**config.mk**
```make
export PLATFORM = sky130hd
export DESIGN_NAME = xm23_dev_top
export DESIGN_NICKNAME = d
export VERILOG_FILES = /design/src/xm23_dev_pkg.sv /design/src/dev_timer.sv /design/src/dev_traffic_lights.sv /design/src/dev_bus_decoder.sv /design/src/xm23_dev_top.sv
export VERILOG_INCLUDE_DIRS = /design/src /design/src/src
export SDC_FILE = /design/constraint.sdc
export NUM_CORES = 1
export LEC_CHECK = 0
export BUFFER_PORTS_ARGS = -buffer_cell sky130_fd_sc_hd__buf_2
export CAP_MARGIN = 20
export CORE_ASPECT_RATIO = 0.8
export CORE_MARGIN = 2
export CORE_UTILIZATION = 50
export CTS_CLUSTER_DIAMETER = 100
export CTS_CLUSTER_SIZE = 14
export DETAILED_ROUTE_END_ITERATION = 10
export PLACE_DENSITY = 0.71
export SYNTH_ARGS = -nofsm -noshare
export SYNTH_HDL_FRONTEND = slang
export SYNTH_SLANG_ARGS = --single-unit
export TNS_END_PERCENT = 10
```
**constraint.sdc**
```tcl
create_clock -name clock_i -period 4.5 [get_ports clock_i]
set_input_delay 0.9 -clock clock_i [delete_from_list [all_inputs] [get_ports clock_i]]
set_output_delay 0.9 -clock clock_i [all_outputs]
set_load 0.01 [all_outputs]
```
**src/xm23_dev_params.svh**
```systemverilog
`ifndef XM23_DEV_PARAMS_SVH
`define XM23_DEV_PARAMS_SVH

// Device byte addresses, same slots as the board's device memory

// Interval timer
`define XM23_TMR_CSR 4'd0
`define XM23_TMR_DATA 4'd1

// Traffic lights
`define XM23_TL_CSR 4'd6
`define XM23_TL_DATA 4'd7

// Clock cycles per device tick, shared by both devices
`define XM23_PRESCALE 4

// Amber is not programmable
`define XM23_AMBER_TICKS 2

`endif

```
**src/xm23_dev_pkg.sv**
```systemverilog
package xm23_dev_pkg;

	// Control/status byte as the devices see it
	typedef struct packed {
		logic [1:0] rsv;	// Reads zero
		logic [1:0] phase;	// Light phase, zero in the timer
		logic of;			// Overrun
		logic dba;			// Data available
		logic ie;			// Interrupt enable
		logic en;			// Device enable
	} csr_fields_t;

	// One CSR byte, raw on the bus or split into fields
	typedef union packed {
		logic [7:0] raw;
		csr_fields_t f;
	} dev_csr_u;

	typedef struct packed {
		logic walk;
		logic red;
		logic amber;
		logic green;
	} lights_t;

	typedef enum logic [1:0] {
		PH_RED = 2'd0,
		PH_GREEN = 2'd1,
		PH_AMBER = 2'd2
	} tl_phase_e;

	// Wishbone classic, master to slave
	typedef struct packed {
		logic cyc;
		logic stb;
		logic we;
		logic [3:0] adr;
		logic [7:0] dat;
	} wb_req_t;

	typedef struct packed {
		logic ack;
		logic [7:0] dat;
	} wb_rsp_t;

	// Decoder strobes into one device
	typedef struct packed {
		logic csr_wr;
		logic data_wr;
		logic csr_rd;		// CSR byte is being read, clears dba/of
		logic [7:0] wdat;
	} dev_port_t;

endpackage

```
**src/dev_timer.sv**
```systemverilog
`include "xm23_dev_params.svh"

module dev_timer (
	input logic clock_i,
	input logic reset_i,
	input xm23_dev_pkg::dev_port_t port_i,
	output xm23_dev_pkg::dev_csr_u csr_o,
	output logic [7:0] data_o,
	output logic irq_flag_o
);
	localparam int PRE_W = $clog2(`XM23_PRESCALE + 1);

	xm23_dev_pkg::dev_csr_u wr_csr;
	logic en_q;
	logic ie_q;
	logic dba_q;
	logic of_q;
	logic dba_n;
	logic of_n;
	logic [7:0] period_q;
	logic [7:0] cnt_q;			// Ticks since last expiry
	logic [PRE_W-1:0] pre_q;
	logic tick;
	logic run;
	logic expire;

	assign wr_csr.raw = port_i.wdat;	// Bus byte decoded as fields

	assign tick = (pre_q == PRE_W'(`XM23_PRESCALE - 1));
	assign run = en_q & ~port_i.csr_wr;	// A CSR write restarts instead
	// Period 0 never fires
	assign expire = run & tick & (period_q != 8'd0) & (cnt_q >= period_q - 8'd1);

	// Read clears first, a coincident expiry still lands
	always_comb begin
		dba_n = port_i.csr_rd ? 1'b0 : dba_q;
		of_n = port_i.csr_rd ? 1'b0 : of_q;
		if (expire) begin
			of_n = of_n | dba_n;
			dba_n = 1'b1;
		end
	end

	always_ff @(posedge clock_i) begin
		if (reset_i) begin
			en_q <= 1'b0;
			ie_q <= 1'b0;
			dba_q <= 1'b0;
			of_q <= 1'b0;
			period_q <= 8'd0;
			cnt_q <= 8'd0;
			pre_q <= '0;
		end else begin
			dba_q <= dba_n;
			of_q <= of_n;
			if (port_i.data_wr)
				period_q <= port_i.wdat;
			if (port_i.csr_wr) begin
				en_q <= wr_csr.f.en;	// Only en and ie are writable
				ie_q <= wr_csr.f.ie;
				pre_q <= '0;
				cnt_q <= 8'd0;
			end else if (en_q) begin
				pre_q <= tick ? '0 : pre_q + 1'b1;
				if (expire)
					cnt_q <= 8'd0;
				else if (tick)
					cnt_q <= cnt_q + 8'd1;
			end
		end
	end

	assign csr_o.f = xm23_dev_pkg::csr_fields_t'{
		rsv: 2'b00,
		phase: 2'b00,
		of: of_q,
		dba: dba_q,
		ie: ie_q,
		en: en_q
	};
	assign data_o = period_q;
	assign irq_flag_o = ie_q & dba_q;

endmodule

```
**src/dev_traffic_lights.sv**
```systemverilog
`include "xm23_dev_params.svh"

module dev_traffic_lights (
	input logic clock_i,
	input logic reset_i,
	input xm23_dev_pkg::dev_port_t port_i,
	input logic button_i,
	output xm23_dev_pkg::dev_csr_u csr_o,
	output logic [7:0] data_o,
	output logic irq_flag_o,
	output xm23_dev_pkg::lights_t lights_o
);
	localparam int PRE_W = $clog2(`XM23_PRESCALE + 1);

	xm23_dev_pkg::dev_csr_u wr_csr;
	xm23_dev_pkg::tl_phase_e phase_q;
	xm23_dev_pkg::tl_phase_e phase_next;
	logic en_q;
	logic ie_q;
	logic dba_q;
	logic of_q;
	logic dba_n;
	logic of_n;
	logic walk_q;
	logic ped_req_q;
	logic [2:0] btn_q;			// Two sync stages plus edge history
	logic [7:0] dwell_q;		// Green and red length in ticks
	logic [7:0] dwell_len;
	logic [7:0] limit;
	logic [7:0] dwell_cnt_q;
	logic [PRE_W-1:0] pre_q;
	logic tick;
	logic press;
	logic run;
	logic phase_done;
	logic enter_red;

	assign wr_csr.raw = port_i.wdat;
	assign press = btn_q[1] & ~btn_q[2];	// Rising edge after sync
	assign tick = (pre_q == PRE_W'(`XM23_PRESCALE - 1));
	assign run = en_q & ~port_i.csr_wr;
	assign dwell_len = (dwell_q == 8'd0) ? 8'd1 : dwell_q;

	// Dwell limit and successor of the current phase
	always_comb begin
		case (phase_q)
			xm23_dev_pkg::PH_GREEN: begin
				limit = dwell_len;
				phase_next = xm23_dev_pkg::PH_AMBER;
			end
			xm23_dev_pkg::PH_AMBER: begin
				limit = 8'(`XM23_AMBER_TICKS);
				phase_next = xm23_dev_pkg::PH_RED;
			end
			default: begin
				limit = dwell_len;
				phase_next = xm23_dev_pkg::PH_GREEN;
			end
		endcase
	end

	assign phase_done = run & tick & (dwell_cnt_q >= limit - 8'd1);
	assign enter_red = phase_done & (phase_q == xm23_dev_pkg::PH_AMBER);

	// Same status rule as the timer, the event being entry to red
	always_comb begin
		dba_n = port_i.csr_rd ? 1'b0 : dba_q;
		of_n = port_i.csr_rd ? 1'b0 : of_q;
		if (enter_red) begin
			of_n = of_n | dba_n;
			dba_n = 1'b1;
		end
	end

	always_ff @(posedge clock_i) begin
		if (reset_i) begin
			en_q <= 1'b0;
			ie_q <= 1'b0;
			dba_q <= 1'b0;
			of_q <= 1'b0;
			walk_q <= 1'b0;
			ped_req_q <= 1'b0;
			btn_q <= 3'b000;
			dwell_q <= 8'd0;
			dwell_cnt_q <= 8'd0;
			pre_q <= '0;
			phase_q <= xm23_dev_pkg::PH_RED;
		end else begin
			btn_q <= {btn_q[1:0], button_i};
			dba_q <= dba_n;
			of_q <= of_n;
			if (port_i.data_wr)
				dwell_q <= port_i.wdat;
			if (port_i.csr_wr) begin
				en_q <= wr_csr.f.en;
				ie_q <= wr_csr.f.ie;
				pre_q <= '0;
				dwell_cnt_q <= 8'd0;
				walk_q <= 1'b0;
				// Enabling starts at green, disabling parks on red
				phase_q <= wr_csr.f.en ? xm23_dev_pkg::PH_GREEN : xm23_dev_pkg::PH_RED;
			end else if (en_q) begin
				pre_q <= tick ? '0 : pre_q + 1'b1;
				if (phase_done) begin
					dwell_cnt_q <= 8'd0;
					phase_q <= phase_next;
					walk_q <= enter_red & ped_req_q;	// Walk only for a whole red
				end else if (tick) begin
					dwell_cnt_q <= dwell_cnt_q + 8'd1;
				end
			end
			if (!en_q)
				ped_req_q <= 1'b0;
			else if (enter_red)
				ped_req_q <= press;	// Served now, a fresh press waits
			else if (press)
				ped_req_q <= 1'b1;
		end
	end

	assign csr_o.f = xm23_dev_pkg::csr_fields_t'{
		rsv: 2'b00,
		phase: phase_q,
		of: of_q,
		dba: dba_q,
		ie: ie_q,
		en: en_q
	};
	assign data_o = dwell_q;
	assign irq_flag_o = ie_q & dba_q;

	assign lights_o = xm23_dev_pkg::lights_t'{
		walk: walk_q,
		red: (phase_q == xm23_dev_pkg::PH_RED),
		amber: (phase_q == xm23_dev_pkg::PH_AMBER),
		green: (phase_q == xm23_dev_pkg::PH_GREEN)
	};

endmodule

```
**src/dev_bus_decoder.sv**
```systemverilog
`include "xm23_dev_params.svh"

module dev_bus_decoder (
	input logic clock_i,
	input logic reset_i,
	input xm23_dev_pkg::wb_req_t wb_req_i,
	input xm23_dev_pkg::dev_csr_u tmr_csr_i,
	input xm23_dev_pkg::dev_csr_u tl_csr_i,
	input logic [7:0] tmr_data_i,
	input logic [7:0] tl_data_i,
	input logic tmr_irq_i,
	input logic tl_irq_i,
	output xm23_dev_pkg::wb_rsp_t wb_rsp_o,
	output xm23_dev_pkg::dev_port_t tmr_port_o,
	output xm23_dev_pkg::dev_port_t tl_port_o,
	output logic irq_o
);
	logic ack_q;
	logic [7:0] rdat_q;
	logic [7:0] rd_byte;
	logic irq_q;
	logic start;				// Cycle before the ack-raising edge
	logic wr;
	logic rd;
	logic sel_tmr_csr;
	logic sel_tmr_data;
	logic sel_tl_csr;
	logic sel_tl_data;

	assign start = wb_req_i.cyc & wb_req_i.stb & ~ack_q;
	assign wr = start & wb_req_i.we;
	assign rd = start & ~wb_req_i.we;

	assign sel_tmr_csr = (wb_req_i.adr == `XM23_TMR_CSR);
	assign sel_tmr_data = (wb_req_i.adr == `XM23_TMR_DATA);
	assign sel_tl_csr = (wb_req_i.adr == `XM23_TL_CSR);
	assign sel_tl_data = (wb_req_i.adr == `XM23_TL_DATA);

	// Unmapped bytes read as zero
	always_comb begin
		rd_byte = 8'h00;
		if (sel_tmr_csr)
			rd_byte = tmr_csr_i.raw;
		else if (sel_tmr_data)
			rd_byte = tmr_data_i;
		else if (sel_tl_csr)
			rd_byte = tl_csr_i.raw;
		else if (sel_tl_data)
			rd_byte = tl_data_i;
	end

	// Strobes are high in the cycle that ends at the ack-raising edge
	assign tmr_port_o = xm23_dev_pkg::dev_port_t'{
		csr_wr: wr & sel_tmr_csr,
		data_wr: wr & sel_tmr_data,
		csr_rd: rd & sel_tmr_csr,
		wdat: wb_req_i.dat
	};
	assign tl_port_o = xm23_dev_pkg::dev_port_t'{
		csr_wr: wr & sel_tl_csr,
		data_wr: wr & sel_tl_data,
		csr_rd: rd & sel_tl_csr,
		wdat: wb_req_i.dat
	};

	always_ff @(posedge clock_i) begin
		if (reset_i) begin
			ack_q <= 1'b0;
			irq_q <= 1'b0;
		end else begin
			ack_q <= start;		// One cycle only, start needs ack low
			irq_q <= tmr_irq_i | tl_irq_i;
		end
	end

	// Read byte captured before the device clears its status
	always_ff @(posedge clock_i) begin
		if (start)
			rdat_q <= rd_byte;
	end

	assign wb_rsp_o = xm23_dev_pkg::wb_rsp_t'{
		ack: ack_q,
		dat: rdat_q
	};
	assign irq_o = irq_q;

endmodule

```
**src/xm23_dev_top.sv**
```systemverilog
module xm23_dev_top (
	input logic clock_i,
	input logic reset_i,
	input xm23_dev_pkg::wb_req_t wb_req_i,
	output xm23_dev_pkg::wb_rsp_t wb_rsp_o,
	input logic button_i,
	output xm23_dev_pkg::lights_t lights_o,
	output logic irq_o
);
	xm23_dev_pkg::dev_port_t tmr_port;
	xm23_dev_pkg::dev_port_t tl_port;
	xm23_dev_pkg::dev_csr_u tmr_csr;
	xm23_dev_pkg::dev_csr_u tl_csr;
	logic [7:0] tmr_data;
	logic [7:0] tl_data;
	logic tmr_irq;
	logic tl_irq;

	dev_bus_decoder decoder (
		.clock_i(clock_i),
		.reset_i(reset_i),
		.wb_req_i(wb_req_i),
		.tmr_csr_i(tmr_csr),
		.tl_csr_i(tl_csr),
		.tmr_data_i(tmr_data),
		.tl_data_i(tl_data),
		.tmr_irq_i(tmr_irq),
		.tl_irq_i(tl_irq),
		.wb_rsp_o(wb_rsp_o),
		.tmr_port_o(tmr_port),
		.tl_port_o(tl_port),
		.irq_o(irq_o)
	);

	dev_timer timer (
		.clock_i(clock_i),
		.reset_i(reset_i),
		.port_i(tmr_port),
		.csr_o(tmr_csr),
		.data_o(tmr_data),
		.irq_flag_o(tmr_irq)
	);

	dev_traffic_lights lights (
		.clock_i(clock_i),
		.reset_i(reset_i),
		.port_i(tl_port),
		.button_i(button_i),	// Raw push button, synced inside
		.csr_o(tl_csr),
		.data_o(tl_data),
		.irq_flag_o(tl_irq),
		.lights_o(lights_o)
	);

endmodule

```
==> flow_metrics.tcl <==
set metrics [dict create \
    place.gp.congestion 0.802 \
    whs_ns 0.439 \
    grt_pass1_vias 2557 \
    cp_top_family "simple AND/OR/NAND/NOR gates" \
    crit_arrival_ns 3.89 \
    htreeDepth 3 \
    critPathRequiredTime_ns 4.76 \
    cts_hold_buf 0 \
    cts_sinks 63 \
    top_layer "met4" \
    wl_mm 7.75 \
    clk_path_buf_depth 2 \
    synthDistinctLibCells 59 \
    dp_hpwl_mm 5.78 \
    cts_root_buf "clkbuf_8" \
    worst_slack_ns 0.872 \
    num_vias 2748 \
    slew_viol_final 0 \
    cts_buffers 9 \
    p_leak_nw 1.55 \
    cpPeakStageDelay_ns 0.56 \
    rsz0062_at_grt "false" \
    ff2ff_setup_slack_ns 0.87 \
    post-synth-top-count-cell "dfxtp_1" \
    grt_usage_pct 21.5 \
    met1_length_mm 3.97 \
    yosys.area.top_type "dfxtp_1" \
    seq_area_um2 1340 \
    multi_input_area_um2 1970 \
    dp.cells 471 \
    synth.top_cells.by_count "dfxtp_1 (55), nor2_1 (47), mux2i_1 (27)" \
    nFillCells 612 \
    path_buf_inv 0 \
    antenna_found_initial 0 \
    wl_met2_mm 3.18 \
    grt_max_degree 33 \
    fin_crit_ns 3.63 \
    die_area_um2 7580 \
    cp_cell_sequence "or4_4 > nor4_1 > o21ai_0 > ha_1 > nand3b_1 > a32oi_1 > ha_1 > a21o_1 > a221oi_1 > nand2b_1 > nand2_1 > nor3_1" \
    dpl_cell_area_um2 3640 \
    fmax_mhz 276 \
    relSlewSlack_pct 59.2 \
    synth_area_um2 3450 \
    via_per_inst 5.64 \
    port_buffers 31 \
    syn_to_final_growth_pct 12.5 \
    grt_pass1_wl_mm 12.8 \
    synth.area.top_cells "dfxtp_1 (32%), ha_1 (9.4%), mux2i_1 (7.8%)" \
    async_reset_ff_share_pct 0 \
    hold_viol 0 \
    die_w_um 96.9 \
    cp_max_fo 7 \
    die_h_um 78.3 \
    dr.first_iter.drc_count 183 \
    cts.clk_slew.worst_paths_ns 0.07 \
    critPathSlowestCell "or4_4" \
    place_ws_ns 0.957 \
    synth-main-ff-cell "dfxtp_1" \
    fin_area_um2 3880 \
    ys_ff_latch 63 \
    yosys.area.top_type_share_pct 31.9 \
    fin_tns_setup_ns 0 \
    drc 0 \
    core_area_um2 6790 \
    status "complete, no violations" \
    setup_violations 0 \
    avgSynthCellArea_um2 9.43 \
    post_cts_buffers 0 \
    drive_gt1_share_pct 15.3 \
    num_rows 27 \
    io_pins 32 \
    ir_worst_vdd_mv 0.194 \
    wl_per_cell_um 15.9 \
    postSynthCellCount 366 \
    crit_path_end_kind "register" \
    critPathMostFrequentCell "ha_1" \
    yosysWarnings 0 \
    met3_length_um 485 \
    worstHoldPathType "reg -> reg" \
    clk_latency_ns 0.35 \
    initial_core_util_pct 50.8 \
    power_mw 1.23 \
    cts.repair.resized 0 \
    synth_edf_count 8 \
    synth_fp_nets 410 \
    worst_pin_slew_ns 0.610 \
    worst-setup-path-type "reg -> reg" \
    yosysSeqAreaShare_pct 38.9 \
    grt_overflow_total 0 \
    antenna_cells 0 \
    power_density_nw_per_um2 317 \
    detail-route-antenna-nets 0 \
    fin_worst_skew_ns 0.00628 \
    layout.cells.non_filler 487 \
    final_util_pct 57.1 \
    critPathLaunchType "register" \
    cts_tree "yes" \
    cap_violations 0 \
    final_nets 439 \
    fin_crit_sh_pct 80.6 \
    drtPass1Iterations 5 \
]
## cell usage in the layout (no fill, tap or decap), types with 2 or more instances in the layout
cell type	n
o31ai_1	2
a22oi_1	3
a211oi_1	2
bufinv_16	3
nor2_1	47
a21o_1	4
nand2b_1	6
mux2i_1	27
and2_1	4
edfxtp_1	8
a221oi_1	2
nand3b_1	4
and3b_1	2
inv_1	15
and4_1	2
nand2_1	20
or4_4	2
clkinv_2	2
dfxtp_1	55
nand4_1	4
nor2b_1	8
and3_1	3
ha_1	26
o22ai_1	3
o21ai_0	9
nor2_4	2
xnor2_1	10
nand3_1	12
or3_1	2
a32oi_1	2
a31oi_1	3
nor3_1	18
xor2_1	12
clkbuf_8	9
buf_2	31
a21oi_1	9
a22o_1	2
nor4_1	2
mux2_2	2
## routing by layer
layer	GRT usage, %	up-vias
met1	30.6	1292
met2	31.3	83
met4	8.45	0
met3	5.34	9
met5	0	-
li1	-	1364
## sequential cells by signal (all words and copies together), names as in the netlist
| register | cells |
|---|---|
| lights.ie_q | 1 |
| timer.of_q | 1 |
| lights.en_q | 1 |
| timer.dba_q | 1 |
| lights.data_o | 8 |
| lights.dba_q | 1 |
| lights.dwell_cnt_q | 8 |
| decoder.rdat_q | 8 |
| decoder.ack_q | 1 |
| timer.en_q | 1 |
| lights.pre_q | 3 |
| lights.btn_q | 3 |
| lights.phase_q | 2 |
| lights.walk_q | 1 |
| lights.ped_req_q | 1 |
| timer.ie_q | 1 |
| timer.data_o | 8 |
| decoder.irq_o | 1 |
| timer.cnt_q | 8 |
| lights.of_q | 1 |
| timer.pre_q | 3 |
## cells by family (layout without fill, tap and decap cells)
group                      Yosys count  in the layout  synth area share (%)
buffers and inverters               29             63                  3.88
muxes                               29             29                  8.49
adders and majority gates           26             26                  9.43
AOI/OAI and AO/OA                   52             52                  11.0
xor gates and xnor gates            22             22                  5.59
and+or+nand+nor                    145            145                  22.8
DFF                                 63             63                  38.9
## report_power, final
| group | total [mW] | internal, mW | leakage [nW] | switching (mW) |
|---|---|---|---|---|
| Combinational | 0.0618 | 0.0221 | 0.909 | 0.0397 |
| Clock | 0.593 | 0.367 | 0.120 | 0.226 |
| Sequential | 0.576 | 0.573 | 0.519 | 0.00235 |
## final cells by class
| class | instances | area share [%] |
|---|---|---|
| clock inverter | 6 | 2.81 |
| multi-input combinational | 274 | 50.9 |
| timing repair buffer | 32 | 4.19 |
| tap | 87 | 2.81 |
| sequential | 63 | 34.6 |
| clock buffer | 10 | 3.29 |
| inverter | 15 | 1.45 |
## final timing paths
path,startpoint,endpoint,cells after the start
min,lights.btn_q[0],lights.btn_q[1],1
max reg2reg,lights.data_o[3],lights.dwell_cnt_q[5],12
max,lights.data_o[3],lights.dwell_cnt_q[5],12
min reg2reg,lights.btn_q[0],lights.btn_q[1],1
## worst register-to-register path, stage by stage (launching register included)
cell and delay (ns):
dfxtp_1 0.39, or4_4 0.56, nor4_1 0.18, o21ai_0 0.17, ha_1 0.29, nand3b_1 0.11
a32oi_1 0.10, ha_1 0.31, a21o_1 0.18, a221oi_1 0.49, nand2b_1 0.27, nand2_1 0.20
nor3_1 0.29
Note: power is estimated with default switching activity, not from simulation.
